--- src/rtl/cabinet_consts.svh ---
`ifndef CABINET_CONSTS_SVH
`define CABINET_CONSTS_SVH

// ==============================
// Keyboard scancodes
// ==============================
`define KEY_UP       8'h75
`define KEY_DOWN     8'h72
`define KEY_LEFT     8'h6B
`define KEY_RIGHT    8'h74
`define KEY_COIN     8'h76 // Esc
`define KEY_START1   8'h05 // F1
`define KEY_START2   8'h06 // F2
`define KEY_FIRE1    8'h29 // Space
`define KEY_FIRE2    8'h11 // Alt
`define KEY_FIRE3    8'h14 // Ctrl

// Bit positions in a player control word
`define CTL_COIN     6
`define CTL_START    5
`define CTL_FIRE     4
`define CTL_UP       3
`define CTL_DOWN     2
`define CTL_LEFT     1
`define CTL_RIGHT    0

// ==============================
// Audio widths
// ==============================
`define SND_W        8  // One sound channel
`define MIX_W        11 // Weighted sum of both channels
`define DAC_W        16 // DAC input and accumulator

`endif

--- src/rtl/cabinet_pkg.sv ---
package cabinet_pkg;

	// ==============================
	// Keyboard side
	// ==============================

	// Event word from the SPI controller, bit 10 down to bit 0
	typedef struct packed {
		logic       toggle;   // Flips once per new event
		logic       pressed;  // 1 on make, 0 on break
		logic       extended; // E0 prefix seen
		logic [7:0] code;
	} key_event_t;

	// Held state of every mapped key
	typedef struct packed {
		logic up;
		logic down;
		logic left;
		logic right;
		logic coin;
		logic start1;
		logic start2;
		logic fire1;
		logic fire2;
		logic fire3;
	} kbd_keys_t;

	// ==============================
	// Joysticks and player words
	// ==============================

	// Right sits at bit 0, as the board reports it
	typedef struct packed {
		logic spare2;
		logic spare1;
		logic fire2;
		logic fire1;
		logic up;
		logic down;
		logic left;
		logic right;
	} joy_t;

	// Core order coin, start, fire, up, down, left, right
	typedef struct packed {
		logic coin;
		logic start;
		logic fire;
		logic up;
		logic down;
		logic left;
		logic right;
	} player_ctl_t;

endpackage

--- src/rtl/key_event_decoder.sv ---
`timescale 1ns/1ps

`include "cabinet_consts.svh"

module key_event_decoder
	import cabinet_pkg::*;
(
	input  logic       clk_24,
	input  logic       arst_n,
	input  key_event_t key_event,
	output kbd_keys_t  keys
);

	logic toggle_q; // Toggle seen at the previous edge
	logic new_event;

	// Any change of the toggle bit announces one event
	assign new_event = (key_event.toggle != toggle_q);

	// ==============================
	// Toggle tracking
	// ==============================
	always_ff @(posedge clk_24 or negedge arst_n) begin
		if (!arst_n) begin
			toggle_q <= 1'b0;
		end else if (new_event) begin
			toggle_q <= key_event.toggle;
		end
	end

	// ==============================
	// Held key state
	// ==============================

	// Each key keeps its level until its own scancode arrives again
	always_ff @(posedge clk_24 or negedge arst_n) begin
		if (!arst_n) begin
			keys <= '0;
		end else if (new_event) begin
			case (key_event.code)
				`KEY_UP: begin
					keys.up <= key_event.pressed;
				end
				`KEY_DOWN: begin
					keys.down <= key_event.pressed;
				end
				`KEY_LEFT: begin
					keys.left <= key_event.pressed;
				end
				`KEY_RIGHT: begin
					keys.right <= key_event.pressed;
				end
				`KEY_COIN: begin
					keys.coin <= key_event.pressed;
				end
				`KEY_START1: begin
					keys.start1 <= key_event.pressed;
				end
				`KEY_START2: begin
					keys.start2 <= key_event.pressed;
				end
				`KEY_FIRE1: begin
					keys.fire1 <= key_event.pressed;
				end
				`KEY_FIRE2: begin
					keys.fire2 <= key_event.pressed;
				end
				`KEY_FIRE3: begin
					keys.fire3 <= key_event.pressed;
				end
				default: begin
					keys <= keys; // Unknown code leaves every key alone
				end
			endcase
		end
	end

endmodule

--- src/rtl/control_mapper.sv ---
`timescale 1ns/1ps

module control_mapper
	import cabinet_pkg::*;
(
	input  logic        clk_24,
	input  logic        arst_n,
	input  kbd_keys_t   keys,
	input  joy_t        joy_a,
	input  joy_t        joy_b,
	input  logic        rotate,
	output player_ctl_t p1_ctl,
	output player_ctl_t p2_ctl
);

	// Merged keyboard and joystick directions
	logic m_up;
	logic m_down;
	logic m_left;
	logic m_right;
	logic m_fire;

	player_ctl_t p1_next;
	player_ctl_t p2_next;

	// ==============================
	// Merge all sources
	// ==============================
	assign m_up    = keys.up    | joy_a.up    | joy_b.up;
	assign m_down  = keys.down  | joy_a.down  | joy_b.down;
	assign m_left  = keys.left  | joy_a.left  | joy_b.left;
	assign m_right = keys.right | joy_a.right | joy_b.right;
	assign m_fire  = keys.fire1 | joy_a.fire1 | joy_b.fire1;

	// Shared fire and directions, per-player coin and start
	always_comb begin
		p1_next.coin  = keys.coin;
		p1_next.start = keys.start1;
		p1_next.fire  = m_fire;
		if (rotate) begin // Quarter turn for a vertical cabinet
			p1_next.up    = m_left;
			p1_next.down  = m_right;
			p1_next.left  = m_down;
			p1_next.right = m_up;
		end else begin
			p1_next.up    = m_up;
			p1_next.down  = m_down;
			p1_next.left  = m_left;
			p1_next.right = m_right;
		end

		p2_next       = p1_next;
		p2_next.coin  = 1'b0; // Single coin slot on player one
		p2_next.start = keys.start2;
	end

	// ==============================
	// Output registers
	// ==============================
	always_ff @(posedge clk_24 or negedge arst_n) begin
		if (!arst_n) begin
			p1_ctl <= '0;
			p2_ctl <= '0;
		end else begin
			p1_ctl <= p1_next;
			p2_ctl <= p2_next;
		end
	end

endmodule

--- src/rtl/audio_dac.sv ---
`timescale 1ns/1ps

`include "cabinet_consts.svh"

module audio_dac
	import cabinet_pkg::*;
(
	input  logic              clk_24,
	input  logic              arst_n,
	input  logic [`SND_W-1:0] snd_a,
	input  logic [`SND_W-1:0] snd_b,
	output logic              audio_out
);

	logic [`MIX_W-1:0] mix;
	logic [`DAC_W-1:0] dac_in;
	logic [`DAC_W-1:0] acc;
	logic [`DAC_W-1:0] acc_sum;
	logic              acc_carry;

	// ==============================
	// Channel mixer
	// ==============================

	// Second channel carries four times the weight of the first
	assign mix = (`MIX_W'(snd_b) << 2) + `MIX_W'(snd_a);

	// Left aligned into the DAC range
	assign dac_in = {mix, {(`DAC_W - `MIX_W){1'b0}}};

	// ==============================
	// First-order sigma-delta
	// ==============================

	// The carry out of the accumulator is the 1-bit stream
	assign {acc_carry, acc_sum} = {1'b0, acc} + {1'b0, dac_in};

	always_ff @(posedge clk_24 or negedge arst_n) begin
		if (!arst_n) begin
			acc       <= '0;
			audio_out <= 1'b0;
		end else begin
			acc       <= acc_sum;   // Keeps the residue for the next cycle
			audio_out <= acc_carry; // One pulse per overflow
		end
	end

	// Ones density over N cycles is dac_in * N / 2^DAC_W

endmodule

--- src/rtl/cabinet_io.sv ---
`timescale 1ns/1ps

module cabinet_io
	import cabinet_pkg::*;
(
	input  logic        clk_24,
	input  logic        arst_n,
	input  key_event_t  key_event,
	input  joy_t        joy_a,
	input  joy_t        joy_b,
	input  logic        rotate,
	input  logic [7:0]  snd_a,
	input  logic [7:0]  snd_b,
	output player_ctl_t p1_ctl,
	output player_ctl_t p2_ctl,
	output logic        audio_out
);

	kbd_keys_t kbd_keys; // Held keys from the decoder

	// ==============================
	// Control path
	// ==============================
	key_event_decoder u_key_event_decoder (
		.clk_24    (clk_24),
		.arst_n    (arst_n),
		.key_event (key_event),
		.keys      (kbd_keys)
	);

	control_mapper u_control_mapper (
		.clk_24 (clk_24),
		.arst_n (arst_n),
		.keys   (kbd_keys),
		.joy_a  (joy_a),
		.joy_b  (joy_b),
		.rotate (rotate),
		.p1_ctl (p1_ctl),
		.p2_ctl (p2_ctl)
	);

	// ==============================
	// Sound path
	// ==============================
	audio_dac u_audio_dac (
		.clk_24    (clk_24),
		.arst_n    (arst_n),
		.snd_a     (snd_a),
		.snd_b     (snd_b),
		.audio_out (audio_out)
	);

endmodule

--- config.mk ---
export PLATFORM = sky130hd
export DESIGN_NAME = cabinet_io
export DESIGN_NICKNAME = d
export VERILOG_FILES = /design/src/rtl/cabinet_pkg.sv /design/src/rtl/key_event_decoder.sv /design/src/rtl/control_mapper.sv /design/src/rtl/audio_dac.sv /design/src/rtl/cabinet_io.sv
export VERILOG_INCLUDE_DIRS = /design/src /design/src/rtl
export SDC_FILE = /design/constraint.sdc
export NUM_CORES = 1
export LEC_CHECK = 0
export BUFFER_PORTS_ARGS = -buffer_cell sky130_fd_sc_hd__buf_2
export CORE_MARGIN = 2
export CORE_UTILIZATION = 40
export DETAILED_ROUTE_END_ITERATION = 16
export GPL_ROUTABILITY_DRIVEN = 0
export HOLD_SLACK_MARGIN = 0.1
export PLACE_DENSITY = 0.73
export SLEW_MARGIN = 20
export SYNTH_ARGS = -nofsm -noshare
export SYNTH_HDL_FRONTEND = slang
export SYNTH_SLANG_ARGS = --single-unit
--- constraint.sdc ---
create_clock -name clk_24 -period 3.5 [get_ports clk_24]
set_clock_uncertainty 0.1 [all_clocks]
set_input_delay 0.35 -clock clk_24 [delete_from_list [all_inputs] [get_ports clk_24]]
set_output_delay 0.35 -clock clk_24 [all_outputs]
set_load 0.1 [all_outputs]
==> results of run 1 <==
## cells in the final DEF (no fill, tap or decap), drive strengths merged, types with 5 or more instances in the layout
cell type,count
nor3,5
a21oi,8
nand2,14
nor2,11
inv,13
mux2,8
ha,17
nor2b,6
clkbuf,7
o21ai,6
dfrtp,29
xnor2,10
buf,52
## synth_stat cells (all sizes together) (2+ instances only)
cell type / count / area, um2
a21o: 4 / 30.0
a21oi: 8 / 62.6
and2: 2 / 12.5
buf: 6 / 45.0
clkbuf: 2 / 7.51
dfrtp: 29 / 726
fa: 2 / 40.0
ha: 17 / 213
inv: 13 / 48.8
mux2: 8 / 90.1
mux2i: 4 / 40.0
nand2: 14 / 52.6
nand3: 4 / 20.0
nor2: 11 / 41.3
nor2b: 6 / 37.5
nor3: 5 / 25.0
nor4: 2 / 12.5
nor4b: 2 / 17.5
o211ai: 3 / 22.5
o21ai: 6 / 33.8
or3: 2 / 12.5
xnor2: 10 / 87.6
xor2: 2 / 17.5
## metrics by stage
step           total power (uW)   util
2_1_floorplan              1110      -
3_3_place_gp               1220  0.481
3_5_place_dp               1250  0.481
4_1_cts                    1560  0.508
5_1_grt                    1660  0.508
6_report                   1540  0.508
## cell type report
type / count / area, um2 / share of cell area
tap: 52 / 65.1 / 0.0290
timing repair buffer: 54 / 280 / 0.125
clock buffer: 7 / 96.3 / 0.0429
sequential: 29 / 726 / 0.323
inverter: 13 / 48.8 / 0.0218
multi-input combinational: 130 / 1020 / 0.456
clock inverter: 1 / 5.00 / 0.00223
## per-layer routing
metal	share of wire	GRT usage	routed length [um]	vias to the layer above
li1	-	-	-	735
met1	0.45	0.175	1480	682
met2	0.47	0.233	1540	44
met3	0.058	0.0333	188	5
met4	0.015	0.0503	50	0
met5	0	0	0	-
## state kept, by name (all words and copies together) (netlist names)
name                          cells
u_control_mapper.p1_ctl           6
u_audio_dac.acc                  11
u_key_event_decoder.keys          8
u_audio_dac.audio_out             1
u_key_event_decoder.toggle_q      1
u_control_mapper.p2_ctl           2
## worst min-delay path by stage
stage,from,to,slack [ns],cells after the start
2_1_floorplan,arst_n,u_audio_dac.acc[10],-0.05,0
3_3_place_gp,u_key_event_decoder.keys[5],u_control_mapper.p1_ctl[6],0.26,0
3_5_place_dp,u_key_event_decoder.keys[3],u_control_mapper.p2_ctl[5],0.26,0
4_1_cts,joy_b[4],u_control_mapper.p1_ctl[4],0.15,2
5_1_grt,joy_a[4],u_control_mapper.p1_ctl[4],0.16,2
6_report,joy_b[4],u_control_mapper.p1_ctl[4],0.16,2
## where the power goes
part	switching [uW]	internal, uW
sequential	27.2	426
combinational	456	328
clock	127	177
total	610	932
## kinds of logic after synthesis
logic type / synth area share
AO/OA/AOI/OAI: 0.139
XOR/XNOR: 0.0568
adder cells (fa/ha/maj): 0.137
buffers and inverters: 0.0548
flip-flops: 0.392
multiplexers: 0.0704
other: 0.00203
AND/OR/NAND/NOR: 0.148
## worst max-delay path, delay by kind of cell
kind / cells / cell delay, ns
AO/OA/AOI/OAI: 7 / 1.35
buffers and inverters: 2 / 0.13
adder cells (fa/ha/maj): 3 / 0.89
AND/OR/NAND/NOR: 2 / 0.21
==> flow_metrics.py, run 1 <==
metrics = {
    "run_status": {
        "outcome": "completed",
    },
    "setup_path": {
        "rr_endpoint": "u_audio_dac.acc[15]",
        "worstSetupStartpointType": "input port",
        "worstPathRequired_ns": 3.57,
        "path_cells": "buf_2 > ha_1 > inv_1 > fa_1 > nor2b_1 > o21ai_0 > a21boi_1 > nor2_1 > ha_1 > a21o_1 > a2bb2oi_2 > o21ai_2 > a311o_1 > a21o_1",
        "max_stage_delay_ns": 0.39,
        "path_class": "in2reg",
        "r2r-start": "u_audio_dac.acc[5]",
        "arrival_ns": 2.93,
        "crit_end": "u_audio_dac.audio_out",
        "worstPathMaxFanout": 5,
        "end_kind": "register",
        "r2r_slack_ns": 1.40,
        "crit_start": "snd_a[2]",
        "slowest_stage": "fa_1",
        "reg2reg_depth": 8,
    },
    "cells_and_area": {
        "final_nets": 298,
        "fin_area_mm2": 0.00224,
        "nFillCells": 406,
        "n_antenna_cell": 0,
        "drive_above_1_share": 0.312,
        "area_delta_synth_final_pct": 21.3,
        "final_cells": 286,
    },
    "synth": {
        "avgSynthCellArea_um2": 10.3,
        "synthesis.area_mm2": 0.00185,
        "syn-instance-count": 180,
        "ys_seq_area_frac": 0.392,
        "synth_top_flop_cell": "dfrtp_1",
        "yosys_warnings": 0,
        "syn-num-nets": 245,
        "ys_ff_latch": 29,
        "netlist-cell-type-count": 43,
        "async_flop_share": 1.00,
        "synth_edf_count": 0,
    },
    "die": {
        "initial_core_util": 0.419,
        "pin_count": 61,
        "die-area_mm2": 0.00518,
        "die_h_um": 72.0,
        "core_mm2": 0.00441,
        "num_rows": 24,
        "die_x_um": 72.0,
    },
    "route": {
        "num_vias": 1466,
        "routed_wl_mm": 3.27,
        "ant_nets": 0,
        "drt-initial-drc-count": 74,
        "vias_per_cell": 5.13,
        "drc": 0,
        "first_pass_iters": 4,
        "avgRoutedWirePerCell_um": 11.4,
    },
    "clock_network": {
        "cts_resized": 0,
        "cts_tree": "built",
        "ctsHoldBuffers": 2,
        "cts_root_buf": "clkbuf_8",
        "post_cts_buffers": 0,
        "numCtsBuffers": 5,
        "htreeDepth": 2,
        "clk_pin_slew_ns": 0.06,
        "clk_latency_ns": 0.28,
        "clk_path_buf_depth": 2,
        "clock-sinks": 29,
    },
    "placement": {
        "dp_slack_ns": 0.314,
        "dpl.cell_count": 276,
        "dp_hpwl_mm": 2.57,
        "place_area_mm2": 0.00212,
        "io_buffers": 52,
    },
    "timing": {
        "whs_ns": 0.155,
        "drv_slew": 0,
        "hold_viol": 0,
        "slew_headroom": 0.561,
        "layout_min_cycle_time_ns": 2.86,
        "layout_setup_ws_ns": 0.635,
        "setup_viol": 0,
        "worstMarginPinSlew_ns": 0.659,
        "fin_crit_sh": 0.819,
        "rsz0062_at_grt": "no",
        "timing.fmax_mhz": 349,
        "setup_tns_ns": 0,
    },
    "min_path": {
        "hold_class": "in2reg",
    },
    "global_route": {
        "overflow": 0,
        "grt_first_pass_wirelength_mm": 5.73,
        "grt.total_usage": 0.139,
        "grt_antenna_before_repair": 0,
        "grt_pass1_vias": 1377,
        "grt_max_degree": 30,
    },
    "power_and_ir_drop": {
        "power_density_mw_per_mm2": 688,
        "p_leak_uw": 0.00110,
        "ir_worst_vdd_mv": 0.358,
    },
    "job": {
        "cap_violations": 0,
    },
}
Note: power is estimated with default switching activity, not from simulation.
==> run 2: changes to the inputs <==
==> constraint.sdc (replaced) <==
create_clock -name clk_24 -period 2.7 [get_ports clk_24]
set_clock_uncertainty 0.1 [all_clocks]
set_input_delay 0.27 -clock clk_24 [delete_from_list [all_inputs] [get_ports clk_24]]
set_output_delay 0.27 -clock clk_24 [all_outputs]
set_load 0.1 [all_outputs]
==> flow_metrics.py, run 2 (synthesis results as in run 1) <==
metrics = {
    "clock_network": {
        "cts_tree": "built",
        "clk_path_buf_depth": 2,
        "clk_pin_slew_ns": 0.06,
        "clk_latency_ns": 0.28,
        "numCtsBuffers": 5,
        "clock-sinks": 29,
        "htreeDepth": 2,
        "cts_root_buf": "clkbuf_8",
    },
    "timing": {
        "worstMarginPinSlew_ns": 0.651,
        "hold_viol": 0,
        "drv_slew": 0,
        "setup_viol": 0,
        "layout_min_cycle_time_ns": 2.60,
        "timing.fmax_mhz": 385,
        "slew_headroom": 0.566,
        "fin_crit_sh": 0.961,
        "layout_setup_ws_ns": 0.105,
    },
    "setup_path": {
        "worstPathRequired_ns": 2.76,
        "r2r-start": "u_audio_dac.acc[5]",
        "cp_num_buf_inv": 2,
        "path_cells": "buf_2 > ha_2 > inv_1 > fa_2 > nor2b_1 > o21ai_1 > a21boi_2 > or4_1 > o2111ai_1 > ha_1 > a21oi_2 > nor2b_1 > a311o_1 > a21o_1",
        "crit_top_cell": "nor2b_1",
        "arrival_ns": 2.66,
        "crit_start": "snd_a[2]",
        "max_stage_delay_ns": 0.42,
        "rr_endpoint": "u_audio_dac.acc[15]",
        "worstSetupStartpointType": "input port",
        "path_class": "in2reg",
        "reg2reg_depth": 8,
        "slowest_stage": "or4_1",
        "worstPathMaxFanout": 3,
        "end_kind": "register",
        "r2r_slack_ns": 0.61,
        "critPathTopFamily": "compound AO/OA/AOI/OAI gates",
    },
    "placement": {
        "dp_hpwl_mm": 2.74,
        "io_buffers": 52,
        "dp_slack_ns": -0.219,
    },
    "global_route": {
        "overflow": 0,
        "grt_pass1_vias": 1423,
        "grt_max_degree": 30,
        "grt.total_usage": 0.142,
        "grt_first_pass_wirelength_mm": 5.77,
        "grt_antenna_before_repair": 0,
    },
    "power_and_ir_drop": {
        "power_density_mw_per_mm2": 877,
        "report.power.total_uw": 2060,
        "p_leak_uw": 0.00115,
        "ir_worst_vdd_mv": 0.345,
    },
    "cells_and_area": {
        "area_delta_synth_final_pct": 27.3,
        "top_register": "u_audio_dac.acc",
        "largest_reg_flops": 11,
        "layout_commonest_cell": "buf_2",
        "drive_above_1_share": 0.363,
        "final_core_util": 0.533,
        "layout_common_cells": "buf_2, dfrtp_1, ha_1",
        "final_nets": 312,
        "n_antenna_cell": 0,
        "reg_top3": "u_audio_dac.acc: 11 flops, u_key_event_decoder.keys: 8 flops, u_control_mapper.p1_ctl: 6 flops",
    },
    "die": {
        "die-area_mm2": 0.00518,
        "die_x_um": 72.0,
        "initial_core_util": 0.419,
        "num_rows": 24,
        "die_h_um": 72.0,
        "pin_count": 61,
        "core_mm2": 0.00441,
    },
    "route": {
        "first_pass_iters": 4,
        "avgRoutedWirePerCell_um": 11.6,
        "num_vias": 1519,
        "ant_nets": 0,
        "routed_wl_mm": 3.48,
        "drc": 0,
        "drt-initial-drc-count": 50,
        "vias_per_cell": 5.06,
    },
    "min_path": {
        "holdPathStages": 2,
        "hold_class": "in2reg",
        "min_to": "u_audio_dac.acc[5]",
        "hold_path_startpoint": "snd_a[0]",
    },
    "job": {
        "cap_violations": 0,
    },
    "run_status": {
        "outcome": "completed",
    },
}
run 2: changes by cell type in the layout (fill, tap and decap cells not counted), sizes merged:
| cell | previous run | this run |
|---|---|---|
| buf | 52 | 64 |
| dlygate4sd3 | 2 | 4 |
| clkinv | 1 | 2 |
| clkbuf | 7 | 6 |
run 2: through the flow:
stage	instance area, um2	setup TNS, ns	hold WS, ns	cells
finish	2350	0	0.116	300
global route	2350	-0.0352	0.125	300
floorplan	1850	0	-0.126	180
global placement	2210	-0.307	0.232	287
detailed placement	2210	-0.400	0.243	287
CTS	2330	0	0.110	299
run 2: worst max path at each step:
| stage | slack, ns | depth (start not counted) | endpoint |
|---|---|---|---|
| 5_1_grt | -0.04 | 15 | u_audio_dac.audio_out |
| 4_1_cts | 0.07 | 14 | u_audio_dac.audio_out |
| 6_report | 0.10 | 14 | u_audio_dac.audio_out |
| 2_1_floorplan | 0.002 | 13 | u_audio_dac.audio_out |
| 3_5_place_dp | -0.22 | 14 | u_audio_dac.audio_out |
| 3_3_place_gp | -0.18 | 14 | u_audio_dac.audio_out |
run 2: report_power, final:
group	total (uW)	switching [uW]	internal, uW
registers	589	36.1	553
logic	1140	628	512
clock network	335	157	178
total	2060	821	1240
run 2: worst register-to-register path, cell delays in order, from the launching register on:
cell and delay [ns]:
dfrtp_1 0.33, ha_1 0.16, inv_1 0.06, fa_1 0.40
nor2b_1 0.18, o21bai_1 0.10, a31oi_1 0.27, o221ai_1 0.20
xnor2_1 0.16
run 2: layout make-up:
class | instances | area, um2
sequential | 29 | 726
fill | 400 | 2060
multi-input combinational | 130 | 1040
clock inverter | 2 | 10.0
tap | 52 | 65.1
clock buffer | 6 | 72.6
inverter | 13 | 48.8
timing repair buffer | 68 | 390
run 2: per-layer routing:
| layer | vias to the layer above | global-route usage | share of wire |
|---|---|---|---|
| li1 | 767 | - | - |
| met1 | 702 | 0.168 | 0.46 |
| met2 | 43 | 0.234 | 0.46 |
| met3 | 7 | 0.0417 | 0.060 |
| met4 | 0 | 0.0713 | 0.019 |
| met5 | - | 0 | 0 |
run 2: repair_timing:
| item | 4_1_cts | 5_1_grt |
|---|---|---|
| hold buffers | 4 | 0 |
| buffers inserted | 0 | 1 |
| hold endpoints to repair | 31 | 0 |
| setup endpoints to repair | 0 | 2 |
| gates resized for setup | 0 | 6 |
